**config.mk**
```make
export PLATFORM = sky130hd
export DESIGN_NAME = fetch_stage_top
export DESIGN_NICKNAME = d
export VERILOG_FILES = /design/src/if_pkg.sv /design/src/fetch_stage_top.sv /design/src/if_id_stage.sv /design/src/dummy_inserter.sv /design/src/instr_prefetcher.sv
export SDC_FILE = /design/constraint.sdc
export NUM_CORES = 1
export LEC_CHECK = 0
export BUFFER_PORTS_ARGS = -buffer_cell sky130_fd_sc_hd__buf_2
export CAP_MARGIN = 40
export CORE_MARGIN = 3
export CORE_UTILIZATION = 45
export CTS_CLUSTER_DIAMETER = 60
export DETAILED_ROUTE_END_ITERATION = 10
export PLACE_DENSITY_LB_ADDON = 0.08
export SETUP_SLACK_MARGIN = 0.05
export SLEW_MARGIN = 20
export SYNTH_ARGS = -nofsm -noshare
export SYNTH_HDL_FRONTEND = slang
export SYNTH_SLANG_ARGS = --single-unit
export TNS_END_PERCENT = 10
```
**constraint.sdc**
```tcl
create_clock -name clk -period 14.6 [get_ports clk]
set_clock_uncertainty 0.15 [all_clocks]
set_input_delay 2.92 -clock clk [delete_from_list [all_inputs] [get_ports clk]]
set_output_delay 2.92 -clock clk [all_outputs]
set_load 0.05 [all_outputs]
```
**src/if_pkg.sv**
```systemverilog
// Instruction fetch package
package if_pkg;

  ////////////////////////////////////////////////////////////
  // Widths
  ////////////////////////////////////////////////////////////

  // Address and instruction width
  localparam int XLEN = 32;

  // Trap vector base taken from mtvec
  localparam int MTVEC_ADDR_WIDTH = 25;

  // Interrupt id used for vectoring
  localparam int IRQ_ID_WIDTH = 5;

  // Reads in flight and response buffer depth
  localparam int MAX_OUTSTANDING = 2;
  localparam int OUTSTND_CNT_WIDTH = 2;

  // Dummy frequency setting
  localparam int DUMMY_FREQ_WIDTH = 4;

  ////////////////////////////////////////////////////////////
  // Dummy instruction encoding
  ////////////////////////////////////////////////////////////

  // LFSR reset value and Galois taps
  localparam logic [31:0] LFSR_SEED = 32'hACE1_2468;
  localparam logic [31:0] LFSR_TAPS = 32'h8020_0003;

  // Register-register operation major opcode
  localparam logic [6:0] DUMMY_OPCODE = 7'b0110011;

  ////////////////////////////////////////////////////////////
  // Enums
  ////////////////////////////////////////////////////////////

  // Next fetch address source
  typedef enum logic [2:0] {
    PC_BOOT     = 3'd0,
    PC_JUMP     = 3'd1,
    PC_BRANCH   = 3'd2,
    PC_MRET     = 3'd3,
    PC_TRAP_EXC = 3'd4,
    PC_TRAP_IRQ = 3'd5
  } pc_mux_e;

  // Prefetcher state
  typedef enum logic {
    PF_IDLE  = 1'b0,
    PF_FETCH = 1'b1
  } prefetch_state_e;

endpackage
```
**src/fetch_stage_top.sv**
```systemverilog
// Instruction fetch stage top
`timescale 1ns/10ps

module fetch_stage_top (
  input  logic                                clk,
  input  logic                                rst_n,
  // Redirect
  input  logic                                pc_set_i,
  input  if_pkg::pc_mux_e                     pc_mux_i,
  input  logic [if_pkg::XLEN-1:0]             boot_addr_i,
  input  logic [if_pkg::XLEN-1:0]             jump_target_i,
  input  logic [if_pkg::XLEN-1:0]             branch_target_i,
  input  logic [if_pkg::XLEN-1:0]             mepc_i,
  input  logic [if_pkg::MTVEC_ADDR_WIDTH-1:0] mtvec_addr_i,
  input  logic [if_pkg::IRQ_ID_WIDTH-1:0]     irq_id_i,
  output logic                                csr_mtvec_init_o,
  // Stage control and dummy setup
  input  logic                                halt_if_i,
  input  logic                                kill_if_i,
  input  logic                                dummy_en_i,
  input  logic [if_pkg::DUMMY_FREQ_WIDTH-1:0] dummy_freq_i,
  input  logic                                id_ready_i,
  output logic                                if_busy_o,
  // Instruction bus
  output logic                                instr_req_o,
  output logic [if_pkg::XLEN-1:0]             instr_addr_o,
  input  logic                                instr_gnt_i,
  input  logic                                instr_rvalid_i,
  input  logic [if_pkg::XLEN-1:0]             instr_rdata_i,
  input  logic                                instr_err_i,
  // IF/ID register
  output logic                                id_instr_valid_o,
  output logic [if_pkg::XLEN-1:0]             id_instr_o,
  output logic [if_pkg::XLEN-1:0]             id_pc_o,
  output logic                                id_dummy_o,
  output logic                                id_bus_err_o
);

  // Prefetcher to IF/ID
  logic                    fetch_valid;
  logic [if_pkg::XLEN-1:0] fetch_word;
  logic [if_pkg::XLEN-1:0] fetch_pc;
  logic                    fetch_err;
  logic                    fetch_ready;
  // Dummy path
  logic                    dummy_insert;
  logic [if_pkg::XLEN-1:0] dummy_word;
  logic                    instr_issued;

  instr_prefetcher u_prefetcher (
    .clk              (clk),
    .rst_n            (rst_n),
    .pc_set_i         (pc_set_i),
    .pc_mux_i         (pc_mux_i),
    .boot_addr_i      (boot_addr_i),
    .jump_target_i    (jump_target_i),
    .branch_target_i  (branch_target_i),
    .mepc_i           (mepc_i),
    .mtvec_addr_i     (mtvec_addr_i),
    .irq_id_i         (irq_id_i),
    .csr_mtvec_init_o (csr_mtvec_init_o),
    .instr_req_o      (instr_req_o),
    .instr_addr_o     (instr_addr_o),
    .instr_gnt_i      (instr_gnt_i),
    .instr_rvalid_i   (instr_rvalid_i),
    .instr_rdata_i    (instr_rdata_i),
    .instr_err_i      (instr_err_i),
    .fetch_valid_o    (fetch_valid),
    .fetch_word_o     (fetch_word),
    .fetch_pc_o       (fetch_pc),
    .fetch_err_o      (fetch_err),
    .fetch_ready_i    (fetch_ready),
    .busy_o           (if_busy_o)
  );

  dummy_inserter u_dummy (
    .clk            (clk),
    .rst_n          (rst_n),
    .dummy_en_i     (dummy_en_i),
    .dummy_freq_i   (dummy_freq_i),
    .instr_issued_i (instr_issued),
    .fetch_valid_i  (fetch_valid),
    .kill_if_i      (kill_if_i),
    .dummy_insert_o (dummy_insert),
    .dummy_word_o   (dummy_word)
  );

  if_id_stage u_if_id (
    .clk              (clk),
    .rst_n            (rst_n),
    .fetch_valid_i    (fetch_valid),
    .fetch_word_i     (fetch_word),
    .fetch_pc_i       (fetch_pc),
    .fetch_err_i      (fetch_err),
    .fetch_ready_o    (fetch_ready),
    .dummy_insert_i   (dummy_insert),
    .dummy_word_i     (dummy_word),
    .instr_issued_o   (instr_issued),
    .halt_if_i        (halt_if_i),
    .kill_if_i        (kill_if_i),
    .id_ready_i       (id_ready_i),
    .id_instr_valid_o (id_instr_valid_o),
    .id_instr_o       (id_instr_o),
    .id_pc_o          (id_pc_o),
    .id_dummy_o       (id_dummy_o),
    .id_bus_err_o     (id_bus_err_o)
  );

endmodule

```
**src/if_id_stage.sv**
```systemverilog
// IF/ID pipeline stage
`timescale 1ns/10ps

module if_id_stage (
  input  logic                    clk,
  input  logic                    rst_n,
  // From prefetcher
  input  logic                    fetch_valid_i,
  input  logic [if_pkg::XLEN-1:0] fetch_word_i,
  input  logic [if_pkg::XLEN-1:0] fetch_pc_i,
  input  logic                    fetch_err_i,
  output logic                    fetch_ready_o,
  // From dummy inserter
  input  logic                    dummy_insert_i,
  input  logic [if_pkg::XLEN-1:0] dummy_word_i,
  output logic                    instr_issued_o,
  // Pipeline control
  input  logic                    halt_if_i,
  input  logic                    kill_if_i,
  input  logic                    id_ready_i,
  // Pipeline register
  output logic                    id_instr_valid_o,
  output logic [if_pkg::XLEN-1:0] id_instr_o,
  output logic [if_pkg::XLEN-1:0] id_pc_o,
  output logic                    id_dummy_o,
  output logic                    id_bus_err_o
);

  logic dummy_sel;
  logic if_valid;
  logic load;
  // Last word loaded was a dummy
  logic dummy_taken_q;

  // One dummy per insertion window
  assign dummy_sel = dummy_insert_i && !dummy_taken_q;

  ////////////////////////////////////////////////////////////
  // Stage handshake
  ////////////////////////////////////////////////////////////

  assign if_valid = (fetch_valid_i || dummy_sel) && !halt_if_i && !kill_if_i;
  assign load     = if_valid && id_ready_i;

  // Kill drains the buffer, a dummy holds the real word back
  assign fetch_ready_o = kill_if_i || (id_ready_i && !halt_if_i && !dummy_sel);

  // Real instructions only
  assign instr_issued_o = load && !dummy_sel;

  ////////////////////////////////////////////////////////////
  // Pipeline register
  ////////////////////////////////////////////////////////////

  always_ff @(posedge clk or negedge rst_n) begin
    if (!rst_n) begin
      id_instr_valid_o <= 1'b0;
      id_dummy_o       <= 1'b0;
      id_bus_err_o     <= 1'b0;
      dummy_taken_q    <= 1'b0;
    end else begin
      if (load) begin
        id_instr_valid_o <= 1'b1;
        id_dummy_o       <= dummy_sel;
        // Dummies never carry a bus error
        id_bus_err_o     <= fetch_err_i && !dummy_sel;
        dummy_taken_q    <= dummy_sel;
      end else if (id_ready_i) begin
        id_instr_valid_o <= 1'b0;
      end
    end
  end

  // Dummy keeps the PC of the real instruction it precedes
  always_ff @(posedge clk) begin
    if (load) begin
      id_instr_o <= dummy_sel ? dummy_word_i : fetch_word_i;
      id_pc_o    <= fetch_pc_i;
    end
  end

  // Stalled ID sees a frozen register
  a_hold_on_stall: assert property (@(posedge clk) disable iff (!rst_n)
    !id_ready_i && id_instr_valid_o |=> id_instr_valid_o && $stable(id_instr_o) &&
      $stable(id_pc_o) && $stable(id_dummy_o) && $stable(id_bus_err_o));

endmodule

```
**src/dummy_inserter.sv**
```systemverilog
// Dummy instruction inserter
`timescale 1ns/10ps

module dummy_inserter (
  input  logic                                clk,
  input  logic                                rst_n,
  // Configuration
  input  logic                                dummy_en_i,
  input  logic [if_pkg::DUMMY_FREQ_WIDTH-1:0] dummy_freq_i,
  // Pipeline status
  input  logic                                instr_issued_i,
  input  logic                                fetch_valid_i,
  input  logic                                kill_if_i,
  // Dummy request and word
  output logic                                dummy_insert_o,
  output logic [if_pkg::XLEN-1:0]             dummy_word_o
);

  logic [if_pkg::DUMMY_FREQ_WIDTH-1:0] issued_cnt_q;
  logic                                cnt_reached;
  logic                                dummy_done;
  logic [31:0]                         lfsr_q, lfsr_n;

  // Zero frequency keeps insertion off
  assign cnt_reached = (dummy_freq_i != '0) && (issued_cnt_q >= dummy_freq_i);

  // Only in front of a waiting real instruction
  assign dummy_insert_o = dummy_en_i && cnt_reached && fetch_valid_i && !kill_if_i;

  // Real instruction behind the dummy closes the window
  assign dummy_done = instr_issued_i && cnt_reached;

  ////////////////////////////////////////////////////////////
  // Issue counter and LFSR
  ////////////////////////////////////////////////////////////

  // Galois step, shift right
  assign lfsr_n = {1'b0, lfsr_q[31:1]} ^ (lfsr_q[0] ? if_pkg::LFSR_TAPS : 32'h0);

  always_ff @(posedge clk or negedge rst_n) begin
    if (!rst_n) begin
      issued_cnt_q <= '0;
      lfsr_q       <= if_pkg::LFSR_SEED;
    end else begin
      // Restart counting with the instruction that just issued
      if (dummy_done) begin
        issued_cnt_q <= if_pkg::DUMMY_FREQ_WIDTH'(1);
      end else if (instr_issued_i && (issued_cnt_q != '1)) begin
        issued_cnt_q <= issued_cnt_q + 1'b1;
      end
      // New operands for the next dummy
      if (dummy_done && dummy_en_i) lfsr_q <= lfsr_n;
    end
  end

  // R-type with funct7 zero and rd x0 so every funct3 is legal
  assign dummy_word_o = {7'b0000000,
                         lfsr_q[12:8],
                         lfsr_q[7:3],
                         lfsr_q[2:0],
                         5'b00000,
                         if_pkg::DUMMY_OPCODE};

  // Killed fetch never closes a dummy window
  a_no_dummy_on_kill: assert property (@(posedge clk) disable iff (!rst_n)
    kill_if_i |-> !dummy_done);

endmodule

```
**src/instr_prefetcher.sv**
```systemverilog
// Instruction prefetcher
`timescale 1ns/10ps

module instr_prefetcher (
  input  logic                                clk,
  input  logic                                rst_n,
  // Redirect request and target operands
  input  logic                                pc_set_i,
  input  if_pkg::pc_mux_e                     pc_mux_i,
  input  logic [if_pkg::XLEN-1:0]             boot_addr_i,
  input  logic [if_pkg::XLEN-1:0]             jump_target_i,
  input  logic [if_pkg::XLEN-1:0]             branch_target_i,
  input  logic [if_pkg::XLEN-1:0]             mepc_i,
  input  logic [if_pkg::MTVEC_ADDR_WIDTH-1:0] mtvec_addr_i,
  input  logic [if_pkg::IRQ_ID_WIDTH-1:0]     irq_id_i,
  output logic                                csr_mtvec_init_o,
  // Instruction bus
  output logic                                instr_req_o,
  output logic [if_pkg::XLEN-1:0]             instr_addr_o,
  input  logic                                instr_gnt_i,
  input  logic                                instr_rvalid_i,
  input  logic [if_pkg::XLEN-1:0]             instr_rdata_i,
  input  logic                                instr_err_i,
  // Towards IF/ID stage
  output logic                                fetch_valid_o,
  output logic [if_pkg::XLEN-1:0]             fetch_word_o,
  output logic [if_pkg::XLEN-1:0]             fetch_pc_o,
  output logic                                fetch_err_o,
  input  logic                                fetch_ready_i,
  output logic                                busy_o
);

  logic [if_pkg::XLEN-1:0]              branch_addr_n;
  if_pkg::prefetch_state_e              state_q;
  // Pending bus request belongs to the stream before a redirect
  logic                                 stale_q;
  logic [if_pkg::XLEN-1:0]              req_addr_q;
  logic [if_pkg::XLEN-1:0]              redir_addr_q;
  logic [if_pkg::XLEN-1:0]              resp_pc_q;
  logic [if_pkg::OUTSTND_CNT_WIDTH-1:0] outstnd_cnt_q, outstnd_cnt_n;
  logic [if_pkg::OUTSTND_CNT_WIDTH-1:0] discard_cnt_q, discard_cnt_n;
  logic [if_pkg::OUTSTND_CNT_WIDTH-1:0] buf_cnt_q, buf_cnt_n;
  logic [if_pkg::OUTSTND_CNT_WIDTH-1:0] live_cnt;
  logic [if_pkg::OUTSTND_CNT_WIDTH:0]   inflight;
  logic                                 accept;
  logic                                 resp_live;
  logic                                 consume;
  logic                                 rd_ptr_q, wr_ptr_q;
  logic [if_pkg::XLEN-1:0]              buf_word_q [if_pkg::MAX_OUTSTANDING];
  logic [if_pkg::XLEN-1:0]              buf_pc_q   [if_pkg::MAX_OUTSTANDING];
  logic                                 buf_err_q  [if_pkg::MAX_OUTSTANDING];

  ////////////////////////////////////////////////////////////
  // Next fetch address
  ////////////////////////////////////////////////////////////

  always_comb begin
    branch_addr_n = {boot_addr_i[if_pkg::XLEN-1:2], 2'b00};
    unique case (pc_mux_i)
      if_pkg::PC_BOOT:     branch_addr_n = {boot_addr_i[if_pkg::XLEN-1:2], 2'b00};
      if_pkg::PC_JUMP:     branch_addr_n = jump_target_i;
      if_pkg::PC_BRANCH:   branch_addr_n = branch_target_i;
      if_pkg::PC_MRET:     branch_addr_n = mepc_i;
      // Exceptions share the vector base
      if_pkg::PC_TRAP_EXC: branch_addr_n = {mtvec_addr_i, 7'h00};
      // Interrupts are vectored by id
      if_pkg::PC_TRAP_IRQ: branch_addr_n = {mtvec_addr_i, irq_id_i, 2'b00};
      default: ;
    endcase
  end

  // mtvec init only on boot redirect
  assign csr_mtvec_init_o = pc_set_i && (pc_mux_i == if_pkg::PC_BOOT);

  ////////////////////////////////////////////////////////////
  // Bus requests and read tracking
  ////////////////////////////////////////////////////////////

  // Reads that will land in the buffer plus words already there
  assign live_cnt = outstnd_cnt_q - discard_cnt_q;
  assign inflight = {1'b0, live_cnt} + {1'b0, buf_cnt_q};

  assign instr_req_o = (state_q == if_pkg::PF_FETCH) &&
    (outstnd_cnt_q < if_pkg::OUTSTND_CNT_WIDTH'(if_pkg::MAX_OUTSTANDING)) &&
    (inflight < (if_pkg::OUTSTND_CNT_WIDTH+1)'(if_pkg::MAX_OUTSTANDING));
  assign instr_addr_o = req_addr_q;

  assign accept    = instr_req_o && instr_gnt_i;
  // Responses owed to flushed requests never reach the buffer
  assign resp_live = instr_rvalid_i && (discard_cnt_q == '0) && !pc_set_i;
  assign consume   = fetch_valid_o && fetch_ready_i;

  always_comb begin
    outstnd_cnt_n = outstnd_cnt_q + if_pkg::OUTSTND_CNT_WIDTH'(accept)
                  - if_pkg::OUTSTND_CNT_WIDTH'(instr_rvalid_i);
    // Redirect turns every read still owed into a discard
    if (pc_set_i) begin
      discard_cnt_n = outstnd_cnt_n;
    end else begin
      discard_cnt_n = discard_cnt_q + if_pkg::OUTSTND_CNT_WIDTH'(accept && stale_q)
                    - if_pkg::OUTSTND_CNT_WIDTH'(instr_rvalid_i && (discard_cnt_q != '0));
    end
    buf_cnt_n = pc_set_i ? '0 : buf_cnt_q + if_pkg::OUTSTND_CNT_WIDTH'(resp_live)
                              - if_pkg::OUTSTND_CNT_WIDTH'(consume);
  end

  always_ff @(posedge clk or negedge rst_n) begin
    if (!rst_n) begin
      state_q       <= if_pkg::PF_IDLE;
      stale_q       <= 1'b0;
      outstnd_cnt_q <= '0;
      discard_cnt_q <= '0;
      buf_cnt_q     <= '0;
      rd_ptr_q      <= 1'b0;
      wr_ptr_q      <= 1'b0;
    end else begin
      outstnd_cnt_q <= outstnd_cnt_n;
      discard_cnt_q <= discard_cnt_n;
      buf_cnt_q     <= buf_cnt_n;
      if (pc_set_i) begin
        state_q  <= if_pkg::PF_FETCH;
        // A waiting request must finish at its old address
        stale_q  <= instr_req_o && !instr_gnt_i;
        rd_ptr_q <= 1'b0;
        wr_ptr_q <= 1'b0;
      end else begin
        if (accept) stale_q <= 1'b0;
        if (resp_live) wr_ptr_q <= !wr_ptr_q;
        if (consume) rd_ptr_q <= !rd_ptr_q;
      end
    end
  end

  ////////////////////////////////////////////////////////////
  // Addresses and response buffer
  ////////////////////////////////////////////////////////////

  always_ff @(posedge clk) begin
    if (pc_set_i) begin
      resp_pc_q <= branch_addr_n;
      if (instr_req_o && !instr_gnt_i) redir_addr_q <= branch_addr_n;
      else req_addr_q <= branch_addr_n;
    end else begin
      // Stale grant hands over to the parked target
      if (accept) req_addr_q <= stale_q ? redir_addr_q : req_addr_q + if_pkg::XLEN'(4);
      if (resp_live) begin
        buf_word_q[wr_ptr_q] <= instr_rdata_i;
        buf_pc_q[wr_ptr_q]   <= resp_pc_q;
        buf_err_q[wr_ptr_q]  <= instr_err_i;
        resp_pc_q            <= resp_pc_q + if_pkg::XLEN'(4);
      end
    end
  end

  assign fetch_valid_o = (buf_cnt_q != '0);
  assign fetch_word_o  = buf_word_q[rd_ptr_q];
  assign fetch_pc_o    = buf_pc_q[rd_ptr_q];
  assign fetch_err_o   = buf_err_q[rd_ptr_q];
  assign busy_o        = instr_req_o || (outstnd_cnt_q != '0);

  // Bus never carries more reads than the buffer can absorb
  a_outstnd_max: assert property (@(posedge clk) disable iff (!rst_n)
    outstnd_cnt_q <= if_pkg::OUTSTND_CNT_WIDTH'(if_pkg::MAX_OUTSTANDING));

  // Request holds its address until granted, redirects included
  a_addr_stable: assert property (@(posedge clk) disable iff (!rst_n)
    instr_req_o && !instr_gnt_i |=> instr_req_o && $stable(instr_addr_o));

endmodule

```
==> impl_metrics.tcl <==
set metrics [dict create \
    fp.dieArea_mm2 0.0374 \
    wl_um 36600 \
    final_layout_size_suffix_gt1_share_pct 38.3 \
    leakagePower_nw 7.33 \
    final-setup-viol-count 0 \
    fin_crit_sh_pct 48.5 \
    die_w_um 194 \
    slew_headroom_pct 46.5 \
    routed_via_density 5.30 \
    worstSkewPairLatency_ns 0.51 \
    avgSynthCellArea_um2 14.1 \
    stdcell_count 1912 \
    hold_ws_ns 0.319 \
    cp-end-kind "output port" \
    post_cts_buffers 0 \
    grt_pass1_vias 10400 \
    yosys_register_bits 339 \
    worstPathRequired_ns 11.53 \
    yosysSeqAreaShare_pct 62.9 \
    drt-wirelength-per-cell_um 19.2 \
    fillers 2922 \
    max-cap-violations 0 \
    placed_cells 1844 \
    crit_fanout 70 \
    slew_violations 0 \
    r2r_slack_ns 11.58 \
    crit_path_start_kind "input pin" \
    clk_pin_slew_worst_paths_ns 0.05 \
    die_height_um 194 \
    drt_iter0_markers 580 \
    hold_buffers 0 \
    cts_buffers 39 \
    drtPass1Iterations 5 \
    synth-edff-count 290 \
    start_util_pct 45.7 \
    route.vias.total 10100 \
    vdd_drop_max_v 0.0000893 \
    fmax_mhz 141 \
    status "finished, final reports clean" \
    antenna_found_initial 0 \
    min-delay-path-class "reg -> reg" \
    critical_path_class "in -> out" \
    ant_nets 0 \
    grt_max_degree 77 \
    grtUsageTotal_pct 19.3 \
    globalplace.congestion 0.871 \
    drc 0 \
    synthFlopType "edfxtp_1" \
    io_buffers 306 \
    synth.distinct_cells 74 \
    timing_hold_violations_final 0 \
    setup_tns_ns 0 \
    io_pins 309 \
    async_reset_ff_share_pct 14.5 \
    htreeDepth 2 \
    power_density_mw_per_mm2 173 \
    rsz0062_at_grt "false" \
    cts.sinks 339 \
    num_antenna_cells 0 \
    power_mw 3.30 \
    post_dp_cell_area_mm2 0.0178 \
    cts_tree "built" \
    tightest_slew_ns 0.802 \
    cts-root-buf "clkbuf_16" \
    yosysWarningCount 0 \
    arrival_ns 4.02 \
    post-dp-hpwl_um 25600 \
    netlist_instances 1122 \
    final_area_mm2 0.0191 \
    clockBufferDepth 3 \
    mostFrequentLayoutCells "306 x buf_2, 290 x edfxtp_1, 110 x mux2_2" \
    grt_overflow 0 \
    syn-num-nets 1344 \
    cts_resized 0 \
    fp-row-count 68 \
    final_common_cell "buf_2" \
    syn_to_final_growth_pct 20.8 \
    fin_crit_ns 7.09 \
    core_area_mm2 0.0346 \
    syn_area_mm2 0.0158 \
    nNetsFinal 1652 \
    grt_pass1_wl_um 57900 \
]
-- cell families after synthesis --
kind of cell / Yosys count / synth area share (%)
XOR/XNOR: 55 / 3.04
AO/OA/AOI/OAI: 131 / 5.24
multiplexers: 179 / 14.0
adder cells (fa/ha/maj): 15 / 1.23
buffers and inverters: 86 / 2.74
AND/OR/NAND/NOR: 317 / 10.8
flip-flops: 339 / 62.9
-- flip-flops by register name, indices dropped and copies added (netlist names), 2 cells and up --
signal and flops:
u_dummy.issued_cnt_q 4, u_dummy.lfsr_q 32, u_if_id.id_instr_o 32, u_if_id.id_pc_o 32
u_prefetcher.buf_cnt_q 2, u_prefetcher.buf_err_q 2, u_prefetcher.buf_pc_q 64, u_prefetcher.buf_word_q 64
u_prefetcher.discard_cnt_q 2, u_prefetcher.instr_addr_o 32, u_prefetcher.outstnd_cnt_q 2, u_prefetcher.redir_addr_q 32
u_prefetcher.resp_pc_q 32
-- worst max-delay path, stage by stage --
cell,delay [ns]
buf_2,0.09
buf_4,0.33
nor4_1,0.33
buf_2,0.31
-- stage by stage --
step | worst slack (ns) | util, %
finish | 7.51 | 55.2
global route | 7.38 | 55.2
CTS | 7.51 | 55.2
detailed placement | 7.51 | 51.4
global placement | 7.49 | 51.2
floorplan | 6.09 | -
-- final cells by class --
class	instances	area, um^2	share of cell area (%)
timing repair buffer	326	1720	9.01
clock inverter	16	233	1.22
sequential	339	9950	52.1
inverter	27	103	0.537
tap	455	569	2.98
multi-input combinational	697	5450	28.5
clock buffer	52	1080	5.64
-- per-layer routing --
| metal | part of all wire, % | track usage, % | vias up |
|---|---|---|---|
| li1 | - | - | 4860 |
| met1 | 44 | 26.0 | 4886 |
| met2 | 47 | 31.6 | 333 |
| met3 | 6.4 | 4.18 | 62 |
| met4 | 2.9 | 6.05 | 0 |
| met5 | 0 | 0 | - |
-- final timing paths --
kind                                               start                       endpoint  cells past startpoint
hold reg to reg                     u_prefetcher.state_q           u_prefetcher.state_q                      1
setup reg to reg           u_prefetcher.discard_cnt_q[0]  u_prefetcher.redir_addr_q[21]                      8
min in group asynchronous                          rst_n              u_dummy.lfsr_q[0]                      2
max in group asynchronous                          rst_n          u_prefetcher.rd_ptr_q                      2
setup / recovery                             pc_mux_i[0]               csr_mtvec_init_o                      4
hold / removal                      u_prefetcher.state_q           u_prefetcher.state_q                      1
-- synth_stat cells (18+ instances only) --
master / n / area share, %
clkbuf_1: 23 / 0.55
xor2_1: 29 / 1.6
mux2i_1: 45 / 2.8
mux2_2: 110 / 7.8
nor2_1: 50 / 1.2
dfrtp_1: 36 / 5.7
and3_1: 18 / 0.71
a21oi_1: 23 / 0.73
nor3_1: 21 / 0.66
o21ai_0: 50 / 1.6
mux4_2: 23 / 3.3
inv_1: 25 / 0.59
nand3_1: 36 / 1.1
edfxtp_1: 290 / 55
xnor2_1: 26 / 1.4
nand2_1: 95 / 2.3
-- power breakdown --
| part | internal (mW) | switching (mW) | total, mW | leakage (nW) |
|---|---|---|---|---|
| Combinational | 0.295 | 0.600 | 0.894 | 3.39 |
| Sequential | 1.28 | 0.138 | 1.41 | 3.29 |
| Clock | 0.623 | 0.367 | 0.991 | 0.638 |
Note: power is estimated with default switching activity, not from simulation.
